[src/mem_subsys_pkg.sv]
/* Data memory subsystem definitions */

package mem_subsys_pkg;

    // ==============================
    // Memory map
    // ==============================

    localparam logic [31:0] REGION0_BASE = 32'h8000_0000; // Small region, 4 KB window
    localparam int unsigned REGION0_WORDS = 1024;

    localparam logic [31:0] REGION1_BASE = 32'h8000_1000; // Large region, 16 KB window
    localparam int unsigned REGION1_WORDS = 4096;

    localparam int unsigned BYTES_PER_WORD = 4;           // Byte to word address shift

    // ==============================
    // Bus types
    // ==============================

    typedef logic [31:0] addr_t;                          // Byte address
    typedef logic [31:0] data_t;                          // One data word
    typedef logic [BYTES_PER_WORD-1:0] be_t;              // One enable per byte lane

    // Request, valid is a single cycle strobe
    typedef struct packed {
        logic  valid;
        logic  we;                                        // 1 = write, 0 = read
        be_t   be;
        addr_t addr;
        data_t wdata;
    } mem_req_t;

    // Response, exactly one of ack or err per accepted request
    typedef struct packed {
        logic  ack;
        logic  err;
        data_t rdata;                                     // Zero unless read ack
    } mem_rsp_t;

endpackage
[src/region_decoder.sv]
/* Region address decoder */

`timescale 1ns/1ps

module region_decoder (
    input  mem_subsys_pkg::mem_req_t req_i,
    output logic                     sel0_o,
    output logic                     sel1_o,
    output logic                     miss_o
);
    import mem_subsys_pkg::*;

    // Window sizes in bytes
    localparam addr_t REGION0_SPAN = addr_t'(REGION0_WORDS * BYTES_PER_WORD);
    localparam addr_t REGION1_SPAN = addr_t'(REGION1_WORDS * BYTES_PER_WORD);

    addr_t off0; // Offset from region 0 base, wraps when below it
    addr_t off1;
    logic  hit0;
    logic  hit1;

    // Unsigned offset compare covers both ends of each window
    assign off0 = req_i.addr - REGION0_BASE;
    assign off1 = req_i.addr - REGION1_BASE;
    assign hit0 = (off0 < REGION0_SPAN);
    assign hit1 = (off1 < REGION1_SPAN);

    // One strobe per window, decoded independently
    assign sel0_o = req_i.valid & hit0;
    assign sel1_o = req_i.valid & hit1;
    assign miss_o = req_i.valid & ~hit0 & ~hit1;    // Outside both windows

    // Overlapping windows would raise two strobes
    a_sel_onehot : assert property (@(req_i) $onehot0({sel0_o, sel1_o, miss_o}))
        else $error("region_decoder: more than one strobe raised");

endmodule

[config.mk]
export PLATFORM = sky130hd
export DESIGN_NAME = region_decoder
export DESIGN_NICKNAME = d
export VERILOG_FILES = /design/src/mem_subsys_pkg.sv /design/src/region_decoder.sv
export SDC_FILE = /design/constraint.sdc
export NUM_CORES = 1
export LEC_CHECK = 0
export ABC_AREA = 1
export BUFFER_PORTS_ARGS = -buffer_cell sky130_fd_sc_hd__buf_2
export CORE_MARGIN = 2
export CORE_UTILIZATION = 33
export DETAILED_ROUTE_END_ITERATION = 16
export PLACE_DENSITY = 0.91
export SYNTH_ARGS = -nofsm -noshare
export SYNTH_HDL_FRONTEND = slang
export SYNTH_SLANG_ARGS = --single-unit
[constraint.sdc]
create_clock -name vclk -period 6.2
set_clock_uncertainty 0.15 [all_clocks]
set_input_delay 1.86 -clock vclk [all_inputs]
set_output_delay 1.86 -clock vclk [all_outputs]
set_load 0.05 [all_outputs]
-- After elaboration in Yosys (flattened, before gate mapping)
Cells that the tools add are included.
- logic and storage cells: 10
- input bits: 70
- output and inout bits: 3
- register bits after elaboration: 0
- $lt $le $gt $ge: 2
- add/subtract/negate cells: 2
- bitwise operators: 6
- operators with widths (kind ; count):
    $sub 32x32->32 const B ; 2
    $lt 32x13->1 const B ; 1
    $lt 32x15->1 const B ; 1
    $and 1x1->1 ; 4
    $not 1->1 ; 2

-- Logic depth before layout (Yosys ltp)
Gate-level depths: netlist of the first run.
- depth after elaboration: 5
- depth in mapped cells: 11
- gate-level depth less buffers: 11

-- Worst setup path before layout of the first run
No wires, ideal clock.
- path type: input port to output port
- start: input port req_i[45] (netlist name)
- end: output port miss_o
- data required time: 4190 ps
- data arrival time: 3362 ps
- cell stages on the path: 9
- slack: 828 ps
- buffers on the path: 0
- cells stage by stage: nor2_4 -> nand2_2 -> nor2_4 -> nand3b_4 -> clkinv_2 -> nand2_1 -> nand2_1 -> a21oi_2 -> a21oi_1
- word-level cells in the longest chain between the ends: 5
- elaborated cells on any way between the ends: 8
- those cells by class: add/sub: 2; order compare: 2; bitwise: 4
- ends and longest elaborated chain (item ; line ; source):
    from (decl) ; region_decoder.sv:6 ; input mem_subsys_pkg::mem_req_t req_i,
    $sub 32x32->32 ; region_decoder.sv:23 ; assign off0 = req_i.addr - REGION0_BASE;
    $lt 32x13->1 ; region_decoder.sv:25 ; assign hit0 = (off0 < REGION0_SPAN);
    $not 1->1 ; region_decoder.sv:31 ; assign miss_o = req_i.valid & ~hit0 & ~hit1;
    $and 1x1->1 ; region_decoder.sv:31 ;
    $and 1x1->1 * ; region_decoder.sv:31 ;
    to (decl) ; region_decoder.sv:9 ; output logic miss_o
Mark *: on every way between the ends. The rest lies on a longest branch, timed or not.

-- Worst setup path after layout of the first run
- start: input port req_i[45] (netlist name)
- end: output port sel1_o
- word-level cells in the longest chain between the ends: 3
- ends and longest elaborated chain (item ; line ; source):
    $sub 32x32->32 ; region_decoder.sv:24 ; assign off1 = req_i.addr - REGION1_BASE;
    $lt 32x15->1 ; region_decoder.sv:26 ; assign hit1 = (off1 < REGION1_SPAN);
    $and 1x1->1 ; region_decoder.sv:30 ; assign sel1_o = req_i.valid & hit1;
    to (decl) ; region_decoder.sv:8 ; output logic sel1_o,
Every way passes these cells.

==> results of run 1 <==
==> where the power goes <==
group / leakage, nW / switching (mW) / internal [mW]
Combinational: 0.351 / 0.0154 / 0.0105
Clock: 0 / 0 / 0
Sequential: 0 / 0 / 0
Total: 0.351 / 0.0154 / 0.0105
==> final cells by class <==
cell class	count	area share (%)
Inverter	13	8.197
Multi-Input combinational cell	84	69.06
Tap cell	15	3.074
Timing Repair Buffer	24	19.67
==> synth_stat cells, drive strengths merged <==
| cell type | instances |
|---|---|
| nand2 | 37 |
| inv | 10 |
| xor2 | 2 |
| nand3b | 1 |
| a21oi | 2 |
| nor3 | 1 |
| xnor2 | 1 |
| o21ai | 1 |
| nor2 | 32 |
| a21boi | 1 |
| clkinv | 3 |
| nand3 | 6 |
==> kinds of logic after synthesis <==
| kind of cell | share of synthesized area [%] |
|---|---|
| buf+inv | 10.61 |
| simple gates | 78.25 |
| xor+xnor | 5.571 |
| compound gates | 5.569 |
==> routing by layer <==
layer	vias up	routed length, µm	track usage, %	part of all wire [%]
met5	-	0	0	0
met4	0	0	0	0
met3	0	47	0	3.9
met2	18	605	28.44	51
met1	275	542	17.69	45
li1	340	-	-	-
==> tightest hold or removal path, cell delays in order <==
cell,delay [ps]
buf_2,110
nand2_1,60
a21oi_1,40
buf_2,200
==> through the flow <==
step	worst slack [ps]	cells	utilization, %
global placement	957.1	136	46.34
global route	709.7	136	46.34
CTS	898.0	136	46.34
floorplan	828.5	97	-
detailed placement	901.1	136	46.34
finish	919.2	136	46.34
==> worst max path at each step <==
stage,to,slack [ps]
3_5_place_dp,sel1_o,900
4_1_cts,sel1_o,900
5_1_grt,sel1_o,710
2_1_floorplan,miss_o,830
3_3_place_gp,sel1_o,960
6_report,sel1_o,920
==> reports/summary.txt, run 1 <==
Seq/Total Area, Yosys - 0%
Worst vdd ir - 0.00001703 V
Register area - 0 µm²
Outcome - finished clean
Share of Yosys cell area claimed by the top area cell type - 25.46%
GRT overflow - 0
Hold Path End - miss_o
Least-Margin Pin Slew - 250.6 ps
Hold path depth - 4
Post-CTS Hold Buffers - 0
Count of final hold-check violations - 0
Crit path buf inv count - 2
Post-DR wirelength/cell - 8.787 µm
Dpl hpwl - 1108 µm
Setup CP Type - primary input to primary output
Max stage delay on crit path - 250 ps
Slowest CP cell - buf_2
Core area - 1318 µm²
Most frequent cells in the layout - nand2_1, nor2_1, buf_2, inv_1
FFs & Latches - 0
Worst Setup End Kind - primary output
IO Port Bufs - 24
Pwr Total - 0.02590 mW
Max-slew headroom - 83.41%
Largest net degree at the start of global routing - 5
Pwr dens - 42.42 nW/µm²
Initial Util - 35.80%
Cell family with most CP delay - simple AND/OR/NAND/NOR gates
Antenna diodes - 0
Synthesized area - 471.7 µm²
Final Wtd Congestion - 0.7934
Crit. path cell count - 11
Number of distinct library cells after synthesis - 18
Critical Path Start Type - primary input
Die ar. - 1748 µm²
Total Nets Final - 193
Syn Area/Cell - 4.863 µm²
Hold_sp - req_i[69]
CP Launch Point - req_i[45]
Leakage - 0.3513 nW
Maxcap violations - 0
Layout fillers - 136
Via density - 4.654
Unrepaired setup endpoints after global routing - no
Antenna viol nets, final - 0
Postcts setup bufs - 0
Layout Area Growth over Synthesis - 29.44%
Final Max Tran Viols - 0
Crit path arrival time - 3270 ps
Routed Wire Length - 1195 µm
DR iter-0 viols - 11
Fin Hold WS - 3973 ps
Final Setup Violations - 0
WP data required - 4190 ps
Layout cells sized above 1 - 33.06%
Cell taking the most area after synthesis - nand2_1
Minimum clock period - 5281 ps
Die Wd - 41.81 µm
Fmax - 189.4 MHz
Synth area leaders - nand2_1, nor2_1, nor2_4, inv_1, nand2_2
CLK BUF - 0
Multi-input gate area - 421.7 µm²
Initial antenna violation count - 0
Worst-path maximum fanout - 4
Placed Instance Area - 610.6 µm²
First-pass GRT wire length - 2118 µm
Final period util - 85.17%
Post-route cell area - 610.6 µm²
Worst min path class - primary input to primary output
CTS resizes - 0
Ys Warns - 0
Via total after detailed routing - 633
Crit-path cells - buf_2 > nor2_4 > nand2_2 > nor2_1 > nand2_1 > xor2_1 > nand3_1 > nor2_2 > nand2_1 > nor2_2 > buf_2
Commonest non-fill, non-tap cell in the layout - nand2_1
Setup TNS - 0 ps
GR Util All Layers - 14.22%
Syn_nets - 167
Initial DRT Pass Iterations - 4
Die height - 41.81 µm
Drt drc - 0
Num rows - 13
Cells after synthesis - 97
Ports - 73
Vias in the first global route - 582
(Power assumes the default switching activity.)
==> inputs of run 2 (changes only) <==
--- a/config.mk
+++ b/config.mk
@@ -8,9 +8,9 @@
 export ABC_AREA = 1
 export BUFFER_PORTS_ARGS = -buffer_cell sky130_fd_sc_hd__buf_2
 export CORE_MARGIN = 2
-export CORE_UTILIZATION = 33
+export CORE_UTILIZATION = 31
 export DETAILED_ROUTE_END_ITERATION = 16
-export PLACE_DENSITY = 0.91
+export PLACE_DENSITY = 0.86
 export SYNTH_ARGS = -nofsm -noshare
 export SYNTH_HDL_FRONTEND = slang
 export SYNTH_SLANG_ARGS = --single-unit
==> constraint.sdc (replaced) <==
create_clock -name vclk -period 5
set_clock_uncertainty 0.15 [all_clocks]
set_input_delay 1.5 -clock vclk [all_inputs]
set_output_delay 1.5 -clock vclk [all_outputs]
set_load 0.05 [all_outputs]
==> reports/summary.txt, run 2 (synthesized netlist as in run 1, its figures left out) <==
CLK BUF - 0 (unchanged)
IO Port Bufs - 24 (unchanged)
Count of final hold-check violations - 0 (unchanged)
Initial DRT Pass Iterations - 4 (unchanged)
Worst min path class - primary input to primary output (unchanged)
Layout Area Growth over Synthesis - 29.71% (was 29.44%)
Die height - 43.01 µm (was 41.81 µm)
Critical Path Start Type - primary input (unchanged)
Antenna diodes - 0 (unchanged)
Post-DR wirelength/cell - 8.285 µm (was 8.787 µm)
Ports - 73 (unchanged)
Initial antenna violation count - 0 (unchanged)
GRT overflow - 0 (unchanged)
Maxcap violations - 0 (unchanged)
Pwr Total - 0.03185 mW (was 0.02590 mW)
Via total after detailed routing - 620 (was 633)
Postcts setup bufs - 0 (unchanged)
Minimum clock period - 4529 ps
Total Nets Final - 193 (unchanged)
Antenna viol nets, final - 0 (unchanged)
CTS resizes - 0 (unchanged)
Most frequent cells in the layout - nand2_1, nor2_1, buf_2, inv_1 (unchanged)
Layout cells sized above 1 - 33.06% (unchanged)
GR Util All Layers - 14.11% (was 14.22%)
Final period util - 90.58%
Final Max Tran Viols - 0 (unchanged)
Largest net degree at the start of global routing - 5 (unchanged)
Worst Setup End Kind - primary output (unchanged)
Pwr dens - 52.06 nW/µm² (was 42.42 nW/µm²)
Worst vdd ir - 0.00002184 V (was 0.00001703 V)
Via density - 4.526 (was 4.654)
WP data required - 3350 ps (was 4190 ps)
Core area - 1471 µm² (was 1318 µm²)
Setup CP Type - primary input to primary output (unchanged)
Leakage - 0.3513 nW (unchanged)
First-pass GRT wire length - 2180 µm (was 2118 µm)
Dpl hpwl - 1049 µm (was 1108 µm)
Final Setup Violations - 0 (unchanged)
Register area - 0 µm² (unchanged)
FFs & Latches - 0 (unchanged)
Post-CTS Hold Buffers - 0 (unchanged)
Layout fillers - 167 (was 136)
Drt drc - 0 (unchanged)
Final Wtd Congestion - 0.7914 (was 0.7934)
DR iter-0 viols - 3 (was 11)
# placed instances - 137 (was 136)
Num rows - 14 (was 13)
Outcome - finished clean (unchanged)
Setup TNS - 0 ps (unchanged)
Routed Wire Length - 1135 µm (was 1195 µm)
Least-Margin Pin Slew - 238.7 ps (was 250.6 ps)
Fmax - 220.8 MHz
Worst-path maximum fanout - 3 (was 4)
Die Wd - 43.01 µm (was 41.81 µm)
Count of non-filler cells in the finished layout - 137 (was 136)
Unrepaired setup endpoints after global routing - no (unchanged)
Commonest non-fill, non-tap cell in the layout - nand2_1 (unchanged)
Final Util - 41.58% (was 46.34%)
Max-slew headroom - 84.03% (was 83.41%)
Die ar. - 1849 µm² (was 1748 µm²)
Crit path arrival time - 2880 ps (was 3270 ps)
Initial Util - 32.06% (was 35.80%)
Vias in the first global route - 566 (was 582)
run 2: path summary, 6_finish.rpt:
path | from | cells past startpoint | endpoint
setup / recovery | req_i[50] | 13 | sel1_o
hold / removal | req_i[69] | 4 | miss_o
run 2: critical path, stage by stage:
cell,delay [ps]
buf_2,120
nor2_1,160
nand2_1,120
nor2_4,130
nand2_1,70
nand2_1,60
nand2_1,50
nor2_1,90
nand3_1,100
nor2_2,100
nand2_1,60
nor2_2,70
buf_2,260
run 2: where the power goes:
group	internal [mW]	switching (mW)	total (mW)
Sequential	0	0	0
Clock	0	0	0
Combinational	0.0130	0.0188	0.0319
run 2: per-layer routing:
layer,vias up,global-route usage (%),share of wire (%)
li1,345,-,-
met1,262,17.97,44
met2,13,26.67,51
met3,0,1.702,5.3
met4,0,0,0
met5,-,0,0
run 2: final cells by class:
type                            count  area, µm²  area share (%)
Multi-Input combinational cell     84      421.7           68.92
Timing Repair Buffer               24      120.1           19.63
Inverter                           13      50.05           8.180
Tap cell                           16      20.02           3.272
run 2: stage by stage:
stage               worst slack (ps)  hold WS [ps]  cell area (µm²)
floorplan                      348.5          3026            471.7
finish                         471.2          3246            611.8
global placement               471.8          3236            611.8
detailed placement             455.0          3249            611.8
CTS                            445.7          3248            611.8
global route                   231.4          3271            611.8
