==> config.mk <==
export PLATFORM = sky130hd
export DESIGN_NAME = response_combiner
export DESIGN_NICKNAME = d
export VERILOG_FILES = /design/src/mem_subsys_pkg.sv /design/src/response_combiner.sv
export SDC_FILE = /design/constraint.sdc
export NUM_CORES = 1
export LEC_CHECK = 0
export BUFFER_PORTS_ARGS = -buffer_cell sky130_fd_sc_hd__buf_2
export CORE_AREA = 2 2 46 48
export DETAILED_ROUTE_END_ITERATION = 8
export DIE_AREA = 0 0 48 50
export PLACE_DENSITY = 0.82
export SLEW_MARGIN = 20
export SYNTH_ARGS = -nofsm -noshare
export SYNTH_HDL_FRONTEND = slang
export SYNTH_SLANG_ARGS = --single-unit
==> constraint.sdc <==
create_clock -name clk -period 1.3 [get_ports clk]
set_input_delay 0.13 -clock clk [delete_from_list [all_inputs] [get_ports clk]]
set_output_delay 0.13 -clock clk [all_outputs]
set_load 0.005 [all_outputs]
==> src/mem_subsys_pkg.sv <==
/* Data memory subsystem definitions */

package mem_subsys_pkg;

    // ==============================
    // Memory map
    // ==============================

    localparam logic [31:0] REGION0_BASE = 32'h8000_0000; // Small region, 4 KB window
    localparam int unsigned REGION0_WORDS = 1024;

    localparam logic [31:0] REGION1_BASE = 32'h8000_1000; // Large region, 16 KB window
    localparam int unsigned REGION1_WORDS = 4096;

    localparam int unsigned BYTES_PER_WORD = 4;           // Byte to word address shift

    // ==============================
    // Bus types
    // ==============================

    typedef logic [31:0] addr_t;                          // Byte address
    typedef logic [31:0] data_t;                          // One data word
    typedef logic [BYTES_PER_WORD-1:0] be_t;              // One enable per byte lane

    // Request, valid is a single cycle strobe
    typedef struct packed {
        logic  valid;
        logic  we;                                        // 1 = write, 0 = read
        be_t   be;
        addr_t addr;
        data_t wdata;
    } mem_req_t;

    // Response, exactly one of ack or err per accepted request
    typedef struct packed {
        logic  ack;
        logic  err;
        data_t rdata;                                     // Zero unless read ack
    } mem_rsp_t;

endpackage
==> src/response_combiner.sv <==
/* Region response combiner */

`timescale 1ns/1ps

module response_combiner (
    input  logic                     clk,
    input  logic                     rst_n,
    input  mem_subsys_pkg::mem_rsp_t ram0_rsp_i,
    input  mem_subsys_pkg::mem_rsp_t ram1_rsp_i,
    input  logic                     miss_i,
    output mem_subsys_pkg::mem_rsp_t rsp_o
);
    import mem_subsys_pkg::*;

    logic  miss_q;                      // Miss delayed to line up with memory acks
    data_t rdata;

    always_ff @(posedge clk) begin
        if (rst_n) begin
            miss_q <= 1'b0;
        end else begin
            miss_q <= miss_i;
        end
    end

    // ==============================
    // Response merge
    // ==============================

    // Pick data from the memory that answered
    always_comb begin
        rdata = '0;
        if (ram0_rsp_i.ack) begin
            rdata = ram0_rsp_i.rdata;
        end else if (ram1_rsp_i.ack) begin
            rdata = ram1_rsp_i.rdata;
        end
    end

    assign rsp_o.ack   = ram0_rsp_i.ack | ram1_rsp_i.ack;
    assign rsp_o.err   = miss_q | ram0_rsp_i.err | ram1_rsp_i.err;
    assign rsp_o.rdata = rdata;

    // Decoder selects only one region per request
    a_single_ram_ack : assert property (@(posedge clk) disable iff (rst_n)
        !(ram0_rsp_i.ack && ram1_rsp_i.ack))
        else $error("response_combiner: both region memories acked");

    // A request ends in ack or err, never both
    a_ack_err_excl : assert property (@(posedge clk) disable iff (rst_n)
        !(rsp_o.ack && rsp_o.err))
        else $error("response_combiner: ack and err in the same cycle");

endmodule

; Word-level counts from Yosys, hierarchy flattened
; Cells that the tools add are included.
[word_totals]
word_cells = 6
register_bits = 1
out_inout_bits = 34
[classes]
mux = 2
n_bitwise = 3
[op_table]
columns = operator, count
row1 = $mux 32, 2
row2 = $or 1x1->1, 3

; Depth between registers and ports, before layout
; Gate-level depths: netlist of the first run.
[logic_depth]
word_depth = 2
depth_mapped = 4
mapped_depth_nobuf = 2

; Worst setup path before layout of the first run
; No wires, ideal clock.
[synth_path]
path_type = input port to output port
from = input ram0_rsp_i[33] (netlist name)
to = output rsp_o[0] (netlist name)
arrival_ps = 649
path_slack_ps = 521
cell_stages = 4
path_cell_list = buf_6 nor2b_4 buf_6 a22o_1
[synth_lines]
columns = element, line
row1 = "start, declared", response_combiner.sv:8  ; input mem_subsys_pkg::mem_rsp_t ram0_rsp_i,
row2 = "end, declared", response_combiner.sv:11  ; output mem_subsys_pkg::mem_rsp_t rsp_o

==> results of run 1 <==
==> report_power, final <==
| group | switching (mW) | internal [mW] |
|---|---|---|
| sequential | 0.000359 | 0.0330 |
| combinational | 0.118 | 0.187 |
| clock | 0 | 0 |
==> metrics by stage <==
step | instances | total power, mW | area, µm² | util
finish | 175 | 0.338 | 923 | 0.486
global placement | 174 | 0.325 | 910 | 0.478
global route | 175 | 0.377 | 923 | 0.486
CTS | 174 | 0.334 | 910 | 0.478
detailed placement | 174 | 0.333 | 910 | 0.478
floorplan | 48 | 0.164 | 400 | -
==> worst max path at each step <==
| stage | start | endpoint | slack [ps] |
|---|---|---|---|
| floorplan | ram0_rsp_i[33] | rsp_o[0] | 520 |
| global placement | ram1_rsp_i[33] | rsp_o[15] | 100 |
| detailed placement | ram1_rsp_i[33] | rsp_o[22] | 30 |
| CTS | ram1_rsp_i[33] | rsp_o[5] | 50 |
| global route | ram1_rsp_i[33] | rsp_o[19] | 150 |
| finish | ram1_rsp_i[33] | rsp_o[14] | 230 |
==> timing repair <==
item / in CTS / in global routing
gates resized for setup: 0 / 1
endpoints found under the hold margin: 0 / 0
setup endpoints to repair: 0 / 30
==> layout by cell type (no fill, tap or decap), drive strengths merged <==
| master | synthesis | final |
|---|---|---|
| or2 | 1 | 1 |
| dfxtp | 1 | 1 |
| buf | 7 | 106 |
| or3 | 1 | 1 |
| o21ai | 2 | 2 |
| a22o | 30 | 30 |
| nand2 | 4 | 4 |
| nor2b | 2 | 3 |
==> kinds of logic (layout without fill, tap and decap cells) <==
logic type | count (synthesis) | after routing
DFF | 1 | 1
buffers and inverters | 7 | 106
and+or+nand+nor | 8 | 9
AOI/OAI and AO/OA | 32 | 32
==> synth_stat cells <==
cell	number	area (µm²)
a22o_1	30	263
buf_6	4	45.0
nand2_1	4	15.0
buf_2	3	15.0
o21ai_1	2	10.0
dfxtp_1	1	20.0
nor2b_1	1	6.26
nor2b_4	1	13.8
or2_2	1	6.26
or3_1	1	6.26
==> final cells by class <==
type | instances | area (µm²)
timing repair buffer | 106 | 536
tap | 27 | 33.8
multi-input combinational | 41 | 334
fill | 190 | 978
sequential | 1 | 20.0
==> layer usage <==
layer	track usage	vias up	share of wire
met5	0	-	0
met4	0	0	0
met3	0.00366	0	0.11
met2	0.289	66	0.51
met1	0.153	323	0.38
li1	-	403	-
==> impl_metrics.sql, run 1 <==
INSERT INTO impl_metrics (metric_group, metric, value, unit) VALUES
('critical_path', 'kind_of_start_point_of_the_critical_path', 'primary input', ''),
('run_status', 'run_status', 'completed', ''),
('cts', 'cts_post_setup_buffers_inserted', '0', ''),
('sta', 'worst_case_hold_slack', '294', 'ps'),
('cells_and_area', 'drive_above_1_share', '0.736', ''),
('cells_and_area', 'n_antenna_cell', '0', ''),
('critical_path', 'worst_path_dominant_cell_family', 'simple AND/OR/NAND/NOR gates', ''),
('synthesis', 'synth_sequential_area_ratio', '0.0500', ''),
('floorplanning', 'floorplan.die_area', '2400', 'µm²'),
('sta', 'layout_worst_path_cycle_share', '0.820', ''),
('synthesis', 'muxShareOfSynthArea', '0', ''),
('cells_and_area', 'finalNetCount', '221', ''),
('route', 'drc', '0', ''),
('synthesis', 'yosys.area_share.simple', '0.119', ''),
('route', 'viasPerCell', '4.53', ''),
('critical_path', 'critical_path.slowest_cell', 'nor2b_4', ''),
('cells_and_area', 'largest_registers', 'miss_q (1)', ''),
('worst_hold_path', 'min_delay_startpoint', 'rst_n', ''),
('synthesis', 'synth.distinct_cells', '10', ''),
('route', 'drtAntennaViolNets', '0', ''),
('synthesis', 'ys.warnings.count', '0', ''),
('sta', 'final_hold_viol_count', '0', ''),
('sta', 'setup_failing_eps_final', '0', ''),
('synthesis', 'netlist_instances', '48', ''),
('floorplanning', 'die-width', '48', 'µm'),
('cts', 'cts_hold_repair.buffers', '0', ''),
('sta', 'setup-tns-final', '0', 'ps'),
('global_route', 'first_pass_grt_wire_length', '2670', 'µm'),
('synthesis', 'synth_xor_area_frac', '0', ''),
('sta', 'pins_over_their_slew_limit', '0', ''),
('synthesis', 'synth_compound_area_frac', '0.681', ''),
('global_route', 'antenna_found_initial', '0', ''),
('floorplanning', 'die_height', '50', 'µm'),
('floorplanning', 'row_count', '16', ''),
('place', 'gp_routability_congestion', '0.774', ''),
('place', 'detailed_place_hpwl', '1630', 'µm'),
('critical_path', 'critPathMostFrequentCell', 'buf_2', ''),
('sta', 'fmaxAchievable', '938', 'MHz'),
('cells_and_area', 'max_flop_register', 'miss_q', ''),
('cells_and_area', 'area_growth_syn_to_layout', '131', '%'),
('critical_path', 'critical_path_peak_fanout', '15', ''),
('synthesis', 'post_synth_fa_ha_maj_area_fraction', '0', ''),
('route', 'detail_route.first_pass.iterations', '3', ''),
('place', 'place_ws', '33.9', 'ps'),
('power_and_ir_drop', 'peakVddDrop', '0.000172', 'V'),
('critical_path', 'endpoint_kind', 'primary output', ''),
('critical_path', 'cp.depth', '4', ''),
('global_route', 'grt.overflow.total', '0', ''),
('worst_hold_path', 'worstHoldPathType', 'in -> reg', ''),
('synthesis', 'syn-mean-instance-area', '8.34', 'µm²'),
('route', 'totalWireLength', '2000', 'µm'),
('power_and_ir_drop', 'powerDensity', '366', 'nW/µm²'),
('sta', 'worst_slew_margin_rel', '0.741', ''),
('sta', 'setup_repair_after_global_routing_missed_its_margin', 'false', ''),
('critical_path', 'critical_path_buf_inv_count', '2', ''),
('sta', 'worstMarginPinSlew', '388', 'ps'),
('run', 'max-cap-violations', '0', ''),
('worst_hold_path', 'min_path_cells', '2', ''),
('global_route', 'grt_util_overall', '0.140', ''),
('floorplanning', 'start_util', '0.211', ''),
('critical_path', 'timing.critical_path.cells', 'buf_2 > nor2b_4 > a22o_1 > buf_2', ''),
('critical_path', 'critPathMaxStageDelay', '380', 'ps'),
('cts', 'clk_transition_reported_paths', '0', 'ps'),
('route', 'drt-initial-drc-count', '4', ''),
('synthesis', 'combinational_family_with_the_most_area_after_synthesis', 'compound AO/OA/AOI/OAI gates', ''),
('global_route', 'number_of_global_route_vias_before_repair', '714', ''),
('route', 'routed-via-count', '792', ''),
('critical_path', 'crit_arrival', '940', 'ps'),
('sta', 'fin_ws', '234', 'ps'),
('synthesis', 'synth_area', '400', 'µm²'),
('cells_and_area', 'largest_register_ff_count', '1', ''),
('critical_path', 'worst-setup-path-type', 'in -> out', ''),
('synthesis', 'synth.ff_latch_count', '1', ''),
('floorplanning', 'num_io_pins', '105', ''),
('power_and_ir_drop', 'power.static_leakage', '0.584', 'nW'),
('place', 'io_buffers', '104', ''),
('worst_hold_path', 'worstHoldEndpoint', 'miss_q$_SDFF_PP0_', ''),
('synthesis', 'synthesis.nets', '119', ''),
('global_route', 'grt_max_degree', '31', ''),
('sta', 'post-route-min-period', '1070', 'ps'),
('critical_path', 'worst_ep_required_time', '1170', 'ps'),
('route', 'post_drt_wl_per_cell', '11.4', 'µm'),
('floorplanning', 'core_area', '1900', 'µm²');
Power figures use the tool's default switching activity.
==> run 2, diff against run 1 <==
--- a/config.mk
+++ b/config.mk
@@ -6,10 +6,10 @@
 export NUM_CORES = 1
 export LEC_CHECK = 0
 export BUFFER_PORTS_ARGS = -buffer_cell sky130_fd_sc_hd__buf_2
-export CORE_AREA = 2 2 46 48
+export CORE_AREA = 2 2 51 53
 export DETAILED_ROUTE_END_ITERATION = 8
-export DIE_AREA = 0 0 48 50
-export PLACE_DENSITY = 0.82
+export DIE_AREA = 0 0 53 55
+export PLACE_DENSITY = 0.71
 export SLEW_MARGIN = 20
 export SYNTH_ARGS = -nofsm -noshare
 export SYNTH_HDL_FRONTEND = slang
==> constraint.sdc (replaced) <==
create_clock -name clk -period 0.9 [get_ports clk]
set_input_delay 0.09 -clock clk [delete_from_list [all_inputs] [get_ports clk]]
set_output_delay 0.09 -clock clk [all_outputs]
set_load 0.005 [all_outputs]
==> impl_metrics.sql, run 2 (same netlist as run 1, synthesis figures left out) <==
INSERT INTO impl_metrics (metric_group, metric, value, unit) VALUES
('place', 'gp_routability_congestion', '0.761', ''),
('cells_and_area', 'n_antenna_cell', '0', ''),
('cells_and_area', 'final_cell_count_no_fill', '183', ''),
('critical_path', 'kind_of_start_point_of_the_critical_path', 'primary input', ''),
('power_and_ir_drop', 'p_clk_frac', '0', ''),
('run', 'max-cap-violations', '0', ''),
('floorplanning', 'floorplan.die_area', '2920', 'µm²'),
('sta', 'layout_worst_path_cycle_share', '0.934', ''),
('cells_and_area', 'layout_commonest_cell', 'buf_2', ''),
('floorplanning', 'row_count', '18', ''),
('floorplanning', 'start_util', '0.169', ''),
('route', 'highest-signal-layer', 'met3', ''),
('global_route', 'antenna_found_initial', '0', ''),
('route', 'drc', '0', ''),
('sta', 'final_hold_viol_count', '0', ''),
('cells_and_area', 'largest_registers', 'miss_q (1)', ''),
('power_and_ir_drop', 'p_seq_frac', '0.089', ''),
('route', 'met2_length', '1100', 'µm'),
('power_and_ir_drop', 'total_switching_power', '0.181', 'mW'),
('floorplanning', 'die-width', '53', 'µm'),
('power_and_ir_drop', 'powerDensity', '525', 'nW/µm²'),
('sta', 'setup_repair_after_global_routing_missed_its_margin', 'false', ''),
('cells_and_area', 'finalInstanceArea', '1030', 'µm²'),
('power_and_ir_drop', 'tot_pwr', '0.540', 'mW'),
('sta', 'worstMarginPinSlew', '107', 'ps'),
('global_route', 'first_pass_grt_wire_length', '2510', 'µm'),
('worst_hold_path', 'worstHoldPathType', 'in -> reg', ''),
('floorplanning', 'die_height', '55', 'µm'),
('cells_and_area', 'postLayoutCoreUtil', '0.434', ''),
('route', 'routed-via-count', '839', ''),
('critical_path', 'critical_path_peak_fanout', '13', ''),
('sta', 'fmaxAchievable', '1190', 'MHz'),
('sta', 'setup_failing_eps_final', '0', ''),
('place', 'post-place-cells', '177', ''),
('critical_path', 'worst-setup-path-type', 'in -> out', ''),
('power_and_ir_drop', 'peakVddDrop', '0.000401', 'V'),
('critical_path', 'endpoint_kind', 'primary output', ''),
('cells_and_area', 'most-common-layout-cells', 'buf_2 (102), a22o_1 (30), nand2_1 (4), buf_6 (4)', ''),
('global_route', 'grt.overflow.total', '0', ''),
('power_and_ir_drop', 'power_switching_share', '0.335', ''),
('sta', 'post-route-min-period', '841', 'ps'),
('critical_path', 'timing.critical_path.cells', 'buf_6 > nor2b_4 > buf_12 > a22o_1 > buf_2', ''),
('route', 'detail_route.first_pass.iterations', '3', ''),
('global_route', 'grt_max_degree', '36', ''),
('power_and_ir_drop', 'power.static_leakage', '0.631', 'nW'),
('route', 'drt-initial-drc-count', '2', ''),
('place', 'place_area', '913', 'µm²'),
('critical_path', 'worst_ep_required_time', '810', 'ps'),
('power_and_ir_drop', 'power.share.combinational', '0.911', ''),
('floorplanning', 'core_area', '2360', 'µm²'),
('global_route', 'grt_util_overall', '0.114', ''),
('sta', 'setup-tns-final', '0', 'ps'),
('route', 'post_drt_wl_per_cell', '12.0', 'µm'),
('cts', 'clk_transition_reported_paths', '0', 'ps'),
('route', 'viasPerCell', '4.58', ''),
('critical_path', 'critical_path.slowest_cell', 'a22o_1', ''),
('cells_and_area', 'largest_register_ff_count', '1', ''),
('cells_and_area', 'max_flop_register', 'miss_q', ''),
('run_status', 'run_status', 'completed', ''),
('floorplanning', 'num_io_pins', '105', ''),
('sta', 'worst_slew_margin_rel', '0.929', ''),
('route', 'wirelength_met1', '864', 'µm'),
('cells_and_area', 'drive_above_1_share', '0.745', ''),
('cells_and_area', 'finalNetCount', '226', ''),
('route', 'routed-wl-met3', '233', 'µm'),
('critical_path', 'critPathMaxStageDelay', '170', 'ps'),
('critical_path', 'crit_arrival', '750', 'ps'),
('route', 'totalWireLength', '2190', 'µm'),
('global_route', 'number_of_global_route_vias_before_repair', '642', ''),
('power_and_ir_drop', 'power.internal', '0.359', 'mW'),
('sta', 'pins_over_their_slew_limit', '0', ''),
('route', 'drtAntennaViolNets', '0', ''),
('place', 'io_buffers', '104', ''),
('cells_and_area', 'area_growth_syn_to_layout', '157', '%');
==> run 2: final timing paths <==
kind	endpoint	slack [ps]	cells past startpoint	from
max	rsp_o[14]	60	5	ram1_rsp_i[33]
min	miss_q$_SDFF_PP0_	250	2	rst_n
==> run 2: final cells by class <==
class,count,area (µm²)
repair buffers,111,636
well taps,30,37.5
multi-input cells,41,334
fillers,268,1340
flip-flops and latches,1,20.0
==> run 2: power by group through the flow <==
stage / Clock [mW] / Combinational [mW] / Sequential, mW
after floorplan: 0 / 0.188 / 0.0479
after global placement: 0 / 0.431 / 0.0481
after detailed placement: 0 / 0.434 / 0.0480
after CTS: 0 / 0.474 / 0.0480
after global routing: 0 / 0.539 / 0.0483
final: 0 / 0.492 / 0.0480
==> run 2: layer usage <==
metal | GRT usage | vias up
li1 | - | 414
met1 | 0.130 | 358
met2 | 0.242 | 67
met3 | 0.00806 | 0
met4 | 0 | 0
met5 | 0 | -
==> run 2: timing repair <==
action                                  in CTS  in global routing
gates resized for setup                      5                  5
hold buffers                                 0                  0
setup buffers                                4                  0
cloned                                       1                  1
endpoints found under the setup margin      32                 13
==> run 2: metrics by stage <==
| step | setup WS (ps) | hold slack, ps |
|---|---|---|
| after floorplan | 191 | 162 |
| after global placement | -259 | 250 |
| after detailed placement | -268 | 252 |
| after CTS | 3.21 | 252 |
| after global routing | 28.3 | 274 |
| final | 59.0 | 252 |
==> run 2: worst max-delay path: cells and delay by family <==
| family | cells | cell delay (ps) |
|---|---|---|
| compound gates | 1 | 170 |
| simple gates | 1 | 130 |
| buf+inv | 3 | 360 |
